### src/exec_settings.svh
`ifndef EXEC_SETTINGS_SVH
`define EXEC_SETTINGS_SVH

// Data, PC and instruction width
`define EXEC_WORD_W 16

// Opcode field sits in the top bits of the instruction
`define EXEC_OPC_W 5

// rs and rt fields are 3 bits wide
`define EXEC_NUM_REGS 8

// Input strobe to output strobe, in cycles
`define EXEC_LATENCY 2

`endif

### src/isa_pkg.sv
`default_nettype none

`include "exec_settings.svh"

package isa_pkg;

  typedef logic [`EXEC_WORD_W-1:0] word_t;
  typedef logic [`EXEC_OPC_W-1:0]  opcode_t;
  typedef logic [1:0]              funct_t;

  // Major opcodes, instr[15:11]
  localparam opcode_t OPC_NOP   = 5'b00001;
  localparam opcode_t OPC_J     = 5'b00100;
  localparam opcode_t OPC_JR    = 5'b00101;
  localparam opcode_t OPC_ADDI  = 5'b01000;
  localparam opcode_t OPC_SUBI  = 5'b01001;
  localparam opcode_t OPC_XORI  = 5'b01010;
  localparam opcode_t OPC_ANDNI = 5'b01011;
  localparam opcode_t OPC_BEQZ  = 5'b01100;
  localparam opcode_t OPC_BNEZ  = 5'b01101;
  localparam opcode_t OPC_BLTZ  = 5'b01110;
  localparam opcode_t OPC_BGEZ  = 5'b01111;
  localparam opcode_t OPC_SLBI  = 5'b10010;
  localparam opcode_t OPC_ROLI  = 5'b10100;
  localparam opcode_t OPC_SLLI  = 5'b10101;
  localparam opcode_t OPC_RORI  = 5'b10110;
  localparam opcode_t OPC_SRLI  = 5'b10111;
  localparam opcode_t OPC_LBI   = 5'b11000;
  localparam opcode_t OPC_SHIFT = 5'b11010;
  localparam opcode_t OPC_ARITH = 5'b11011;
  localparam opcode_t OPC_SEQ   = 5'b11100;
  localparam opcode_t OPC_SLT   = 5'b11101;
  localparam opcode_t OPC_SLE   = 5'b11110;
  localparam opcode_t OPC_SCO   = 5'b11111;

  // Function field, instr[1:0], for OPC_ARITH
  localparam funct_t FN_ADD  = 2'b00;
  localparam funct_t FN_SUB  = 2'b01;
  localparam funct_t FN_XOR  = 2'b10;
  localparam funct_t FN_ANDN = 2'b11;

  // Same field for OPC_SHIFT
  localparam funct_t FN_ROL  = 2'b00;
  localparam funct_t FN_SLL  = 2'b01;
  localparam funct_t FN_ROR  = 2'b10;
  localparam funct_t FN_SRL  = 2'b11;

endpackage

`default_nettype wire

### src/ctrl_pkg.sv
`default_nettype none

package ctrl_pkg;

  typedef logic [2:0] alu_op_t;
  typedef logic [2:0] src_sel_t;
  typedef logic [1:0] cond_t;
  typedef logic [2:0] pc_src_t;
  typedef logic [1:0] brc_t;

  localparam alu_op_t ALU_ROL  = 3'd0;
  localparam alu_op_t ALU_SLL  = 3'd1;
  localparam alu_op_t ALU_ROR  = 3'd2;
  localparam alu_op_t ALU_SRL  = 3'd3;
  localparam alu_op_t ALU_ADD  = 3'd4;
  localparam alu_op_t ALU_OR   = 3'd5;
  localparam alu_op_t ALU_XOR  = 3'd6;
  localparam alu_op_t ALU_ANDN = 3'd7;

  // One code space, each operand mux honours its own subset
  localparam src_sel_t SRC_RS      = 3'd0;
  localparam src_sel_t SRC_RS_SHL8 = 3'd1;
  localparam src_sel_t SRC_RT      = 3'd2;
  localparam src_sel_t SRC_IMM5    = 3'd3;
  localparam src_sel_t SRC_IMM8    = 3'd4;
  localparam src_sel_t SRC_ZERO    = 3'd5;

  // Matches opcode[1:0] of SEQ, SLT, SLE, SCO
  localparam cond_t COND_EQ = 2'd0;
  localparam cond_t COND_LT = 2'd1;
  localparam cond_t COND_LE = 2'd2;
  localparam cond_t COND_CO = 2'd3;

  localparam pc_src_t PC_SEQ       = 3'd0;
  localparam pc_src_t PC_BR_IMM8   = 3'd1;
  localparam pc_src_t PC_JMP_IMM11 = 3'd2;
  localparam pc_src_t PC_REG_IMM8  = 3'd3;

  // Matches opcode[1:0] of BEQZ, BNEZ, BLTZ, BGEZ
  localparam brc_t BRC_EQZ = 2'd0;
  localparam brc_t BRC_NEZ = 2'd1;
  localparam brc_t BRC_LTZ = 2'd2;
  localparam brc_t BRC_GEZ = 2'd3;

endpackage

`default_nettype wire

### src/alu.sv
`timescale 1ns/1ps
`default_nettype none

`include "exec_settings.svh"

module alu (
  input  isa_pkg::word_t    a,
  input  isa_pkg::word_t    b,
  input  ctrl_pkg::alu_op_t op,
  input  logic              cin,
  input  logic              inv_a,
  input  logic              inv_b,
  input  logic              sign,
  output isa_pkg::word_t    out,
  output logic              zero,
  output logic              cout,
  output logic              ofl
);

  isa_pkg::word_t              aa;
  isa_pkg::word_t              bb;
  isa_pkg::word_t              sum;
  logic [3:0]                  amt;
  logic [2*`EXEC_WORD_W-1:0]   rol_w;
  logic [2*`EXEC_WORD_W-1:0]   ror_w;
  logic                        s_ofl;

  assign aa = inv_a ? ~a : a;
  assign bb = inv_b ? ~b : b;

  // Shift amount is the low nibble of operand b
  assign amt = bb[3:0];

  // Rotates through a doubled copy of the operand
  assign rol_w = {aa, aa} << amt;
  assign ror_w = {aa, aa} >> amt;

  assign {cout, sum} = {1'b0, aa} + {1'b0, bb} + {{`EXEC_WORD_W{1'b0}}, cin};

  // Signed overflow when both inputs agree in sign and the sum does not
  assign s_ofl = (aa[`EXEC_WORD_W-1] == bb[`EXEC_WORD_W-1]) &&
                 (sum[`EXEC_WORD_W-1] != aa[`EXEC_WORD_W-1]);
  assign ofl   = sign ? s_ofl : cout;
  assign zero  = (sum == '0);

  always_comb begin
    case (op)
      ctrl_pkg::ALU_ROL:  out = rol_w[2*`EXEC_WORD_W-1:`EXEC_WORD_W];
      ctrl_pkg::ALU_SLL:  out = aa << amt;
      ctrl_pkg::ALU_ROR:  out = ror_w[`EXEC_WORD_W-1:0];
      ctrl_pkg::ALU_SRL:  out = aa >> amt;
      ctrl_pkg::ALU_ADD:  out = sum;
      ctrl_pkg::ALU_OR:   out = aa | bb;
      ctrl_pkg::ALU_XOR:  out = aa ^ bb;
      ctrl_pkg::ALU_ANDN: out = aa & ~bb;
      default:            out = sum;
    endcase
  end

endmodule

`default_nettype wire

### src/decode_ctrl.sv
`timescale 1ns/1ps
`default_nettype none

`include "exec_settings.svh"

module decode_ctrl (
  input  isa_pkg::word_t     instr,
  output ctrl_pkg::alu_op_t  alu_op,
  output ctrl_pkg::src_sel_t src_a,
  output ctrl_pkg::src_sel_t src_b,
  output logic               cin,
  output logic               inv_a,
  output logic               inv_b,
  output logic               is_set,
  output ctrl_pkg::cond_t    cond,
  output ctrl_pkg::pc_src_t  pc_src,
  output logic               is_branch,
  output ctrl_pkg::brc_t     brc,
  output isa_pkg::word_t     imm5_ext,
  output isa_pkg::word_t     imm8_ext,
  output isa_pkg::word_t     imm11_ext,
  output logic               active
);

  isa_pkg::opcode_t opc;
  isa_pkg::funct_t  fn;
  logic             imm5_signed;
  logic             imm5_shamt;
  logic             imm8_signed;

  // Register and immediate shifts share this ordering
  function automatic ctrl_pkg::alu_op_t shift_op(input isa_pkg::funct_t f);
    case (f)
      isa_pkg::FN_ROL: shift_op = ctrl_pkg::ALU_ROL;
      isa_pkg::FN_SLL: shift_op = ctrl_pkg::ALU_SLL;
      isa_pkg::FN_ROR: shift_op = ctrl_pkg::ALU_ROR;
      isa_pkg::FN_SRL: shift_op = ctrl_pkg::ALU_SRL;
    endcase
  endfunction

  assign opc = instr[`EXEC_WORD_W-1 -: `EXEC_OPC_W];
  assign fn  = instr[1:0];

  always_comb begin
    alu_op      = ctrl_pkg::ALU_ADD;
    src_a       = ctrl_pkg::SRC_RS;
    src_b       = ctrl_pkg::SRC_RT;
    {inv_a, inv_b, cin} = 3'b000;
    is_set      = 1'b0;
    is_branch   = 1'b0;
    pc_src      = ctrl_pkg::PC_SEQ;
    // Set and branch tests come straight from the opcode low bits
    cond        = ctrl_pkg::cond_t'(opc[1:0]);
    brc         = ctrl_pkg::brc_t'(opc[1:0]);
    imm5_signed = 1'b0;
    imm5_shamt  = 1'b0;
    imm8_signed = 1'b1;
    active      = 1'b1;
    case (opc)
      isa_pkg::OPC_ARITH: begin
        case (fn)
          isa_pkg::FN_ADD:  alu_op = ctrl_pkg::ALU_ADD;
          // rt - rs as ~rs + rt + 1
          isa_pkg::FN_SUB:  {inv_a, cin} = 2'b11;
          isa_pkg::FN_XOR:  alu_op = ctrl_pkg::ALU_XOR;
          isa_pkg::FN_ANDN: alu_op = ctrl_pkg::ALU_ANDN;
        endcase
      end
      isa_pkg::OPC_ADDI:  {src_b, imm5_signed} = {ctrl_pkg::SRC_IMM5, 1'b1};
      isa_pkg::OPC_SUBI:  {src_b, imm5_signed, inv_a, cin} = {ctrl_pkg::SRC_IMM5, 3'b111};
      isa_pkg::OPC_XORI:  {alu_op, src_b} = {ctrl_pkg::ALU_XOR, ctrl_pkg::SRC_IMM5};
      isa_pkg::OPC_ANDNI: {alu_op, src_b} = {ctrl_pkg::ALU_ANDN, ctrl_pkg::SRC_IMM5};
      isa_pkg::OPC_SHIFT: alu_op = shift_op(fn);
      isa_pkg::OPC_ROLI, isa_pkg::OPC_SLLI, isa_pkg::OPC_RORI, isa_pkg::OPC_SRLI: begin
        alu_op = shift_op(opc[1:0]);
        {src_b, imm5_shamt} = {ctrl_pkg::SRC_IMM5, 1'b1};
      end
      isa_pkg::OPC_LBI: begin
        alu_op = ctrl_pkg::ALU_OR;
        {src_a, src_b} = {ctrl_pkg::SRC_ZERO, ctrl_pkg::SRC_IMM8};
      end
      isa_pkg::OPC_SLBI: begin
        alu_op = ctrl_pkg::ALU_OR;
        {src_a, src_b, imm8_signed} = {ctrl_pkg::SRC_RS_SHL8, ctrl_pkg::SRC_IMM8, 1'b0};
      end
      // rs - rt for the compares
      isa_pkg::OPC_SEQ, isa_pkg::OPC_SLT, isa_pkg::OPC_SLE: {is_set, inv_b, cin} = 3'b111;
      // Plain rs + rt, only the carry matters
      isa_pkg::OPC_SCO:   is_set = 1'b1;
      isa_pkg::OPC_BEQZ, isa_pkg::OPC_BNEZ, isa_pkg::OPC_BLTZ, isa_pkg::OPC_BGEZ: begin
        {is_branch, pc_src} = {1'b1, ctrl_pkg::PC_BR_IMM8};
      end
      isa_pkg::OPC_J:     pc_src = ctrl_pkg::PC_JMP_IMM11;
      isa_pkg::OPC_JR:    pc_src = ctrl_pkg::PC_REG_IMM8;
      isa_pkg::OPC_NOP:   active = 1'b0;
      default:            active = 1'b0;
    endcase
  end

  // Immediate shifts use only imm5[3:0]
  assign imm5_ext  = imm5_shamt  ? {{(`EXEC_WORD_W-4){1'b0}}, instr[3:0]} :
                     imm5_signed ? {{(`EXEC_WORD_W-5){instr[4]}}, instr[4:0]} :
                                   {{(`EXEC_WORD_W-5){1'b0}}, instr[4:0]};
  assign imm8_ext  = imm8_signed ? {{(`EXEC_WORD_W-8){instr[7]}}, instr[7:0]} :
                                   {{(`EXEC_WORD_W-8){1'b0}}, instr[7:0]};
  assign imm11_ext = {{(`EXEC_WORD_W-11){instr[10]}}, instr[10:0]};

endmodule

`default_nettype wire

### src/id_ex_reg.sv
`timescale 1ns/1ps
`default_nettype none

module id_ex_reg (
  input  logic               clk,
  input  logic               rst,
  input  logic               in_valid,
  input  ctrl_pkg::alu_op_t  alu_op,
  input  ctrl_pkg::src_sel_t src_a, src_b,
  input  logic               cin, inv_a, inv_b, is_set, is_branch, active,
  input  ctrl_pkg::cond_t    cond,
  input  ctrl_pkg::pc_src_t  pc_src,
  input  ctrl_pkg::brc_t     brc,
  input  isa_pkg::word_t     imm5_ext, imm8_ext, imm11_ext,
  input  isa_pkg::word_t     pc, rs_data, rt_data,
  output logic               ex_valid,
  output ctrl_pkg::alu_op_t  ex_alu_op,
  output ctrl_pkg::src_sel_t ex_src_a, ex_src_b,
  output logic               ex_cin, ex_inv_a, ex_inv_b, ex_is_set, ex_is_branch, ex_active,
  output ctrl_pkg::cond_t    ex_cond,
  output ctrl_pkg::pc_src_t  ex_pc_src,
  output ctrl_pkg::brc_t     ex_brc,
  output isa_pkg::word_t     ex_imm5_ext, ex_imm8_ext, ex_imm11_ext,
  output isa_pkg::word_t     ex_pc, ex_rs_data, ex_rt_data
);

  // Control word, cleared so a reset bubble is inert
  always_ff @(posedge clk) begin
    if (rst) begin
      ex_valid <= 1'b0;
      {ex_alu_op, ex_src_a, ex_src_b, ex_cond, ex_pc_src, ex_brc} <= '0;
      {ex_cin, ex_inv_a, ex_inv_b, ex_is_set, ex_is_branch, ex_active} <= '0;
    end else begin
      ex_valid <= in_valid;
      {ex_alu_op, ex_src_a, ex_src_b, ex_cond, ex_pc_src, ex_brc} <=
        {alu_op, src_a, src_b, cond, pc_src, brc};
      {ex_cin, ex_inv_a, ex_inv_b, ex_is_set, ex_is_branch, ex_active} <=
        {cin, inv_a, inv_b, is_set, is_branch, active};
    end
  end

  // Operands and immediates
  always_ff @(posedge clk) begin
    ex_imm5_ext  <= imm5_ext;
    ex_imm8_ext  <= imm8_ext;
    ex_imm11_ext <= imm11_ext;
    ex_pc        <= pc;
    ex_rs_data   <= rs_data;
    ex_rt_data   <= rt_data;
  end

endmodule

`default_nettype wire

### src/execution.sv
`timescale 1ns/1ps
`default_nettype none

module execution (
  input  logic               clk,
  input  logic               rst,
  input  logic               ex_valid,
  input  ctrl_pkg::alu_op_t  ex_alu_op,
  input  ctrl_pkg::src_sel_t ex_src_a, ex_src_b,
  input  logic               ex_cin, ex_inv_a, ex_inv_b, ex_is_set, ex_is_branch, ex_active,
  input  ctrl_pkg::cond_t    ex_cond,
  input  ctrl_pkg::pc_src_t  ex_pc_src,
  input  ctrl_pkg::brc_t     ex_brc,
  input  isa_pkg::word_t     ex_imm5_ext, ex_imm8_ext, ex_imm11_ext,
  input  isa_pkg::word_t     ex_pc, ex_rs_data, ex_rt_data,
  output logic               out_valid,
  output isa_pkg::word_t     result, set_val, next_pc,
  output logic               taken
);

  isa_pkg::word_t op_a, op_b, alu_out;
  isa_pkg::word_t pc_plus2, br_target, jmp_target, reg_target, target;
  logic           alu_zero, alu_cout, alu_ofl;
  logic           lt, cond_hit, br_hit, take;

  // Operand A, rs<<8 feeds SLBI
  always_comb begin
    case (ex_src_a)
      ctrl_pkg::SRC_RS_SHL8: op_a = {ex_rs_data[7:0], 8'h00};
      ctrl_pkg::SRC_ZERO:    op_a = '0;
      default:               op_a = ex_rs_data;
    endcase
  end

  // Operand B, register shifts take their amount from rt[3:0] inside the ALU
  always_comb begin
    case (ex_src_b)
      ctrl_pkg::SRC_IMM5: op_b = ex_imm5_ext;
      ctrl_pkg::SRC_IMM8: op_b = ex_imm8_ext;
      ctrl_pkg::SRC_ZERO: op_b = '0;
      default:            op_b = ex_rt_data;
    endcase
  end

  alu u_alu (
    .a     (op_a),
    .b     (op_b),
    .op    (ex_alu_op),
    .cin   (ex_cin),
    .inv_a (ex_inv_a),
    .inv_b (ex_inv_b),
    .sign  (1'b1),
    .out   (alu_out),
    .zero  (alu_zero),
    .cout  (alu_cout),
    .ofl   (alu_ofl)
  );

  // Signed less-than from rs - rt
  assign lt = alu_out[15] ^ alu_ofl;

  always_comb begin
    case (ex_cond)
      ctrl_pkg::COND_EQ: cond_hit = alu_zero;
      ctrl_pkg::COND_LT: cond_hit = lt;
      ctrl_pkg::COND_LE: cond_hit = lt | alu_zero;
      default:           cond_hit = alu_cout;
    endcase
  end

  always_comb begin
    case (ex_brc)
      ctrl_pkg::BRC_EQZ: br_hit = (ex_rs_data == '0);
      ctrl_pkg::BRC_NEZ: br_hit = (ex_rs_data != '0);
      ctrl_pkg::BRC_LTZ: br_hit = ex_rs_data[15];
      default:           br_hit = ~ex_rs_data[15];
    endcase
  end

  assign pc_plus2   = ex_pc + 16'd2;
  assign br_target  = pc_plus2 + ex_imm8_ext;
  assign jmp_target = pc_plus2 + ex_imm11_ext;
  assign reg_target = ex_rs_data + ex_imm8_ext;

  always_comb begin
    case (ex_pc_src)
      ctrl_pkg::PC_BR_IMM8: begin
        target = br_target;
        take   = ex_is_branch & br_hit;
      end
      ctrl_pkg::PC_JMP_IMM11: begin
        target = jmp_target;
        take   = 1'b1;
      end
      ctrl_pkg::PC_REG_IMM8: begin
        target = reg_target;
        take   = 1'b1;
      end
      default: begin
        target = pc_plus2;
        take   = 1'b0;
      end
    endcase
  end

  // Outputs hold between strobes
  always_ff @(posedge clk) begin
    if (rst) begin
      out_valid <= 1'b0;
      result    <= '0;
      set_val   <= '0;
      next_pc   <= '0;
      taken     <= 1'b0;
    end else begin
      out_valid <= ex_valid;
      if (ex_valid) begin
        result  <= ex_active ? alu_out : '0;
        set_val <= isa_pkg::word_t'(ex_active & ex_is_set & cond_hit);
        next_pc <= take ? target : pc_plus2;
        taken   <= take;
      end
    end
  end

endmodule

`default_nettype wire

### src/exec_top.sv
`timescale 1ns/1ps
`default_nettype none

module exec_top (
  input  logic           clk,
  input  logic           rst,
  input  logic           in_valid,
  input  isa_pkg::word_t instr,
  input  isa_pkg::word_t pc,
  input  isa_pkg::word_t rs_data,
  input  isa_pkg::word_t rt_data,
  output logic           out_valid,
  output isa_pkg::word_t result,
  output isa_pkg::word_t set_val,
  output isa_pkg::word_t next_pc,
  output logic           taken
);

  // Decode outputs
  ctrl_pkg::alu_op_t  alu_op;
  ctrl_pkg::src_sel_t src_a, src_b;
  logic               cin, inv_a, inv_b, is_set, is_branch, active;
  ctrl_pkg::cond_t    cond;
  ctrl_pkg::pc_src_t  pc_src;
  ctrl_pkg::brc_t     brc;
  isa_pkg::word_t     imm5_ext, imm8_ext, imm11_ext;

  // Registered copies for the execute stage
  logic               ex_valid;
  ctrl_pkg::alu_op_t  ex_alu_op;
  ctrl_pkg::src_sel_t ex_src_a, ex_src_b;
  logic               ex_cin, ex_inv_a, ex_inv_b, ex_is_set, ex_is_branch, ex_active;
  ctrl_pkg::cond_t    ex_cond;
  ctrl_pkg::pc_src_t  ex_pc_src;
  ctrl_pkg::brc_t     ex_brc;
  isa_pkg::word_t     ex_imm5_ext, ex_imm8_ext, ex_imm11_ext;
  isa_pkg::word_t     ex_pc, ex_rs_data, ex_rt_data;

  // Port names line up across the three stages
  decode_ctrl u_decode (.*);

  id_ex_reg u_id_ex (.*);

  execution u_exec (.*);

endmodule

`default_nettype wire

### config.mk
export PLATFORM = sky130hd
export DESIGN_NAME = exec_top
export DESIGN_NICKNAME = d
export VERILOG_FILES = /design/src/isa_pkg.sv /design/src/ctrl_pkg.sv /design/src/alu.sv /design/src/decode_ctrl.sv /design/src/id_ex_reg.sv /design/src/execution.sv /design/src/exec_top.sv
export VERILOG_INCLUDE_DIRS = /design/src
export SDC_FILE = /design/constraint.sdc
export NUM_CORES = 1
export LEC_CHECK = 0
export ABC_CLOCK_PERIOD_IN_PS = 4730
export BUFFER_PORTS_ARGS = -buffer_cell sky130_fd_sc_hd__buf_2
export CORE_ASPECT_RATIO = 2
export CORE_MARGIN = 2
export CORE_UTILIZATION = 45
export DETAILED_ROUTE_END_ITERATION = 12
export GPL_TIMING_DRIVEN = 0
export PLACE_DENSITY = 0.69
export SLEW_MARGIN = 20
export SYNTH_ARGS = -nofsm -noshare
export SYNTH_HDL_FRONTEND = slang
export SYNTH_SLANG_ARGS = --single-unit
### constraint.sdc
create_clock -name clk -period 4.73 [get_ports clk]
set_clock_uncertainty 0.15 [all_clocks]
set_input_delay 0.946 -clock clk [delete_from_list [all_inputs] [get_ports clk]]
set_output_delay 0.946 -clock clk [all_outputs]
set_load 0.02 [all_outputs]
==> Word level (Yosys, flattened, before mapping) <==
Cells that the tools add are included.
{ "op_classes": {"add_sub_neg": 6, "eq_ne": 47, "n_shift": 4, "n_mux": 27, "n_bitwise": 13, "n_reduce_logical": 19} }
{ "op_table": {"columns": ["op", "n"], "rows": [
  ["$pmux W16 S8", 1],
  ["$pmux W16 S3", 2],
  ["$mux W16", 4],
  ["$eq A5 B5 Y1 const B", 12],
  ["$add A16 B16 Y16", 3],
  ["$not A16 Y16", 3],
  ["$eq A5 B4 Y1 const B", 8],
  ["$logic_not A16 Y1", 2],
  ["$pmux W16 S2", 1],
  ["$shl A32 B4 Y32", 1],
  ["$shr A32 B4 Y16", 1],
  ["$pmux W3 S4", 2],
  ["$reduce_or A22 Y1", 1],
  ["$eq A3 B3 Y1 const B", 7],
  ["$pmux W3 S6", 1],
  ["$add A16 B16 Y17", 1],
  ["$add A17 B1 Y17", 1],
  ["$add A16 B2 Y16 const B", 1],
  ["$and A16 B1 Y16", 1],
  ["$and A16 B16 Y16", 1],
  ["$or A16 B16 Y16", 1],
  ["$reduce_bool A16 Y1", 1],
  ["$reduce_or A4 Y1", 4],
  ["$shl A16 B4 Y16", 1],
  ["other kinds (25)", 55]
]} }
{ "word_totals": {"ff_bits": 145, "output_inout_bits": 50, "word_cells": 142} }

==> Depth between registers and ports, before layout <==
{ "depth": {"depth_word": 12, "depth_mapped": 20, "ltp_nobuf": 17} }

==> Modules after synthesis <==
A second synthesis with hierarchy kept.
{ "hier_totals": {"hier_cells": 1477, "area_unflattened_um2": 12258.0} }
{ "by_module_without_submodules": {"columns": ["mod", "n_inst", "cells_each", "area_each_um2", "seq_area_each_um2"], "rows": [
  ["alu", 1, 676, 4758.3, 0.0],
  ["execution", 1, 558, 4202.8, 700.7],
  ["id_ex_reg", 1, 144, 2591.2, 2382.3],
  ["decode_ctrl", 1, 99, 705.7, 0.0]
]} }

==> Worst setup path before layout <==
Ideal clock, no wire load.
{ "synth_path": {"path_type": "register to register", "from": "register u_id_ex.ex_src_b[0]", "to": "register u_exec.set_val[0]", "setup_time_ps": 69, "t_arrival_ps": 4378, "required_time_ps": 4511, "slack_ps": 133, "path_stages_with_launch": 19, "path_buffers": 3, "cell_sequence": "dfxtp_1 -> buf_2 -> and4bb_2 -> nor3_1 -> a211oi_4 -> buf_2 -> buf_2 -> fa_1 -> fa_1 -> a211oi_1 -> o21ba_2 -> o31ai_1 -> a311oi_1 -> a21oi_1 -> nor2_1 -> nor2_1 -> or4_1 -> o2111a_1 -> o21ai_1"} }
{ "synth_between": {"elab_chain_len": 12} }
{ "synth_rtl": {"columns": ["element", "line", "text"], "rows": [
  ["from (decl)", "id_ex_reg.sv:18", "output ctrl_pkg::src_sel_t ex_src_a, ex_src_b,"],
  ["from (signal assigned)", "id_ex_reg.sv:35", "{ex_alu_op, ex_src_a, ex_src_b, ex_cond, ex_pc_src, ex_brc} <="],
  ["$eq A3 B3 Y1 / $eq A3 B2 Y1 (equally long branches)", "execution.sv:37", "case (ex_src_b)"],
  ["$pmux W16 S3 (*)", "execution.sv:37", null],
  ["$not A16 Y16", "alu.sv:29", "assign bb = inv_b ? ~b : b;"],
  ["$mux W16 (*)", "alu.sv:29", null],
  ["parallel branches: the longest is 6 deep, another holds $add A16 B16 Y17", null, null],
  ["$pmux W1 S3 (*)", "execution.sv:63", "case (ex_cond)"],
  ["$and A16 B1 Y16 (*)", "execution.sv:118", "set_val <= isa_pkg::word_t'(ex_active & ex_is_set & cond_hit);"],
  ["to (signal assigned)", "execution.sv:118", null],
  ["to (decl)", "execution.sv:17", "output isa_pkg::word_t result, set_val, next_pc,"]
]} }
Mark *: on every way between the ends.
A chain may end at the register's enable or synchronous reset.

==> Worst setup path in the final report <==
{ "layout_path": {"from": "register u_id_ex.ex_inv_b", "to": "register u_exec.set_val[0]"} }
{ "layout_between": {"elab_chain_len": 9} }
{ "layout_rtl": {"columns": ["element", "line", "text"], "rows": [
  ["from (decl)", "id_ex_reg.sv:19", "output logic ex_cin, ex_inv_a, ex_inv_b, ex_is_set, ex_is_branch, ex_active,"],
  ["from (signal assigned)", "id_ex_reg.sv:37", "{ex_cin, ex_inv_a, ex_inv_b, ex_is_set, ex_is_branch, ex_active} <="],
  ["$mux W16 (*)", "alu.sv:29", null],
  ["parallel branches: the longest is 6 deep, another holds $add A16 B16 Y17", null, null],
  ["$pmux W1 S3 (*)", "execution.sv:63", null],
  ["$and A16 B1 Y16 (*)", "execution.sv:118", null]
]} }
Marks and branches as above.

==> out/qor.txt <==
Fraction of layout instances using a drive strength above 1 = 0.1887
Routed via count = 10380
Number of setup violations in the final report = 0
Crit share post-route = 0.9807
Via density = 6.199
VDD IR max = 0.0004700 V
Worst path slowest cell = or4_1
Setup crit end = u_exec.set_val[0]
Cells after synthesis = 1247
Slew Limit Fails = 0
Initial antenna violation count = 1
Static leakage = 5.155 nW
GRT Residual Overflow = 0
CTS tree = built
DRT Wirelength = 42160 um
Seq/Total Area, Yosys = 0.2267
Flops & latches, synth = 116
Initial DRC Count = 678
Ports = 117
Count of antenna-violating nets left after detailed routing = 0
Cells along the critical path = buf_2, inv_1, a21oi_4, nor2_4, buf_2, buf_6, ha_1, a21o_1, and4_1, or3_1, a31o_2, o21ai_1, o22ai_1, nand4b_1, or4_1, o2111a_1, o21ai_1
Setup TNS = 0 ps
First-pass GRT wire length = 63160 um
Max FO, Critical Path = 11
CP endpoint kind = register
Number of global-route vias before repair = 10700
Fill count = 2157
Placed Cells incl. Taps = 1639
Max incr delay on CP = 500 ps
Worst-path clk slew = 60 ps
GP Congestion = 1.023
Htree depth = 4
Outcome = completed
Latest clock arrival within the worst-skew pair = 450 ps
CP arrival = 4870 ps
Asr flop ratio synth = 0
Worst EP required = 4960 ps
Post-synth EDFFs = 0
Reg2Reg Depth = 17
Nets = 1532
Post-layout power = 3.927 mW
CP startpoint kind = register
Hold buffer count at CTS = 0
Non-Filler Instances = 1675
Worst-case clock buffer depth = 2
Row count = 78
Chip Width = 110.7 um
Final WS setup = 91.46 ps
Rel. slew slack = 0.2191
RR Startpoint = u_id_ex.ex_inv_b
Fmax = 215.6 MHz
Unique masters post-synth = 88
Clock Sinks = 116
Root buf cell = clkbuf_16
Area growth syn-to-layout = 17.42%
All-layer global routing usage = 0.3515
RSZ-0062 raised after global routing = yes
Die area = 24060 um2
Final hold vios = 0
Commonest non-fill, non-tap cell in the layout = dfxtp_1
RR Endpoint = u_exec.set_val[0]
Yosys warnings = 0
Post-DP HPWL = 34010 um
Starting Density = 0.4544
DRC viols = 0
Max Cap Violations = 0
Clock period minus worst slack = 4639 ps
Post-Syn Area per Cell = 8.216 um2
Commonest register cell after synthesis = dfxtp_1
Worst hold path type = register to register
FF-to-FF setup slack = 90 ps
Commonest non-fill, non-tap cells in the layout = 115 x dfxtp_1, 109 x buf_2, 102 x nor2_1
Routed WL per cell = 25.17 um
Area of the mapped netlist = 10240 um2
Die height = 217.4 um
Setup CP Type = register to register
First-pass DRT Iterations = 5
Power density over cell area = 326.4 nW/um2
Worst-margin pin slew = 1166 ps
Worst Setup SP = u_id_ex.ex_inv_b
Final Util = 0.5336
IO Port Bufs = 98
Core area = 22540 um2
Cts bufs inserted = 17
Dpl ws = -1168 ps
Largest net degree at the start of global routing = 20
==> layer usage <==
metal  vias to the layer above  track usage  wire length, um
li1                       4813            -                -
met1                      4857       0.2839            12290
met2                       486       0.6519            22090
met3                       228      0.07491             2285
met4                         0       0.3858             5495
met5                         -            0                0
==> worst min path at each step <==
| stage | start | to | slack [ps] | cells after the start |
|---|---|---|---|---|
| after floorplan | u_exec.result[7] | u_exec.result[7] | 370 | 2 |
| after global placement | u_exec.result[15] | u_exec.result[15] | 280 | 1 |
| after detailed placement | u_exec.result[7] | u_exec.result[7] | 300 | 2 |
| after CTS | u_exec.result[7] | u_exec.result[7] | 300 | 2 |
| after global routing | u_exec.result[7] | u_exec.result[7] | 330 | 2 |
| final | u_exec.result[7] | u_exec.result[7] | 300 | 2 |
==> registers in the layout (all words and copies together) (netlist names), 2 cells and up <==
register / count
u_exec.next_pc: 16
u_id_ex.ex_alu_op: 3
u_id_ex.ex_rt_data: 16
u_exec.result: 16
u_id_ex.ex_pc: 16
u_id_ex.ex_imm11_ext: 11
u_id_ex.ex_imm5_ext: 2
u_id_ex.ex_pc_src: 2
u_id_ex.ex_rs_data: 16
u_id_ex.ex_src_b: 3
u_id_ex.ex_src_a: 2
u_id_ex.ex_cond: 2
==> worst max-delay path: cells and delay by family (launching register included) <==
kind            cells  cell delay [ps]
compound gates      7             1340
fa+ha+maj           1              320
buf+inv             4             1010
flops               1              300
simple gates        5             1430
==> cell families (layout without fill, tap and decap cells) <==
| family | after synthesis | in the layout | share of synthesized area |
|---|---|---|---|
| AND/OR/NAND/NOR | 368 | 368 | 0.1762 |
| AO/OA/AOI/OAI | 353 | 353 | 0.2324 |
| buffers and inverters | 154 | 287 | 0.06925 |
| flip-flops | 116 | 116 | 0.2267 |
| XOR/XNOR | 86 | 86 | 0.07535 |
| multiplexers | 86 | 86 | 0.1154 |
| adder cells (fa/ha/maj) | 83 | 83 | 0.1043 |
| other | 1 | 16 | 0.0003660 |
==> cell type report <==
class / count / area, um2 / area share
tap: 280 / 350.3 / 0.02912
multi-input combinational: 991 / 7448 / 0.6192
timing repair buffer: 106 / 550.5 / 0.04577
clock inverter: 12 / 181.4 / 0.01508
antenna: 1 / 2.502 / 0.0002080
clock buffer: 19 / 442.9 / 0.03682
buffer: 79 / 455.4 / 0.03786
inverter: 71 / 271.5 / 0.02257
sequential: 116 / 2326 / 0.1934
==> timing repair <==
action,4_1_cts,5_1_grt
setup endpoints to repair,14,8
endpoints found under the hold margin,0,0
resized for setup,24,28
pin swaps,3,12
buffers inserted,2,6
==> synthesized netlist by cell type, drive strengths merged, types with 5 or more instances <==
cell / count / share of area
dfxtp: 116 / 0.23
nor2: 104 / 0.039
nand2: 85 / 0.031
a21oi: 81 / 0.040
o21ai: 80 / 0.039
ha: 79 / 0.096
inv: 70 / 0.026
xnor2: 62 / 0.055
buf: 46 / 0.029
mux2i: 45 / 0.044
nand3: 45 / 0.022
clkbuf: 37 / 0.014
nor3: 29 / 0.015
nor2b: 26 / 0.016
mux4: 24 / 0.053
xor2: 24 / 0.021
mux2: 17 / 0.019
a221oi: 15 / 0.013
o22ai: 15 / 0.0092
a22oi: 14 / 0.010
a211oi: 13 / 0.011
a21boi: 13 / 0.0095
a21o: 13 / 0.0095
and2: 13 / 0.0079
o211ai: 13 / 0.0095
o21a: 12 / 0.0088
or3: 12 / 0.0073
a22o: 11 / 0.0094
nor4: 11 / 0.0067
nand2b: 10 / 0.0061
and3: 7 / 0.0043
a31oi: 6 / 0.0037
a32o: 6 / 0.0059
a32oi: 6 / 0.0051
a211o: 5 / 0.0043
o2111ai: 5 / 0.0043
o221ai: 5 / 0.0043
o41ai: 5 / 0.0043
==> report_power, final <==
part / switching [mW] / internal, mW / leakage (nW)
logic: 0.903 / 0.568 / 3.90
registers: 0.0499 / 1.03 / 0.965
clock network: 0.489 / 0.890 / 0.291
total: 1.44 / 2.48 / 5.15
==> per-stage QoR <==
stage          hold WS (ps)  instance area (um2)
2_1_floorplan         374.5                10300
3_3_place_gp          281.0                11140
3_5_place_dp          296.9                11150
4_1_cts               304.3                11880
5_1_grt               329.0                12030
6_report              303.6                12030
Power figures use the tool's default switching activity.
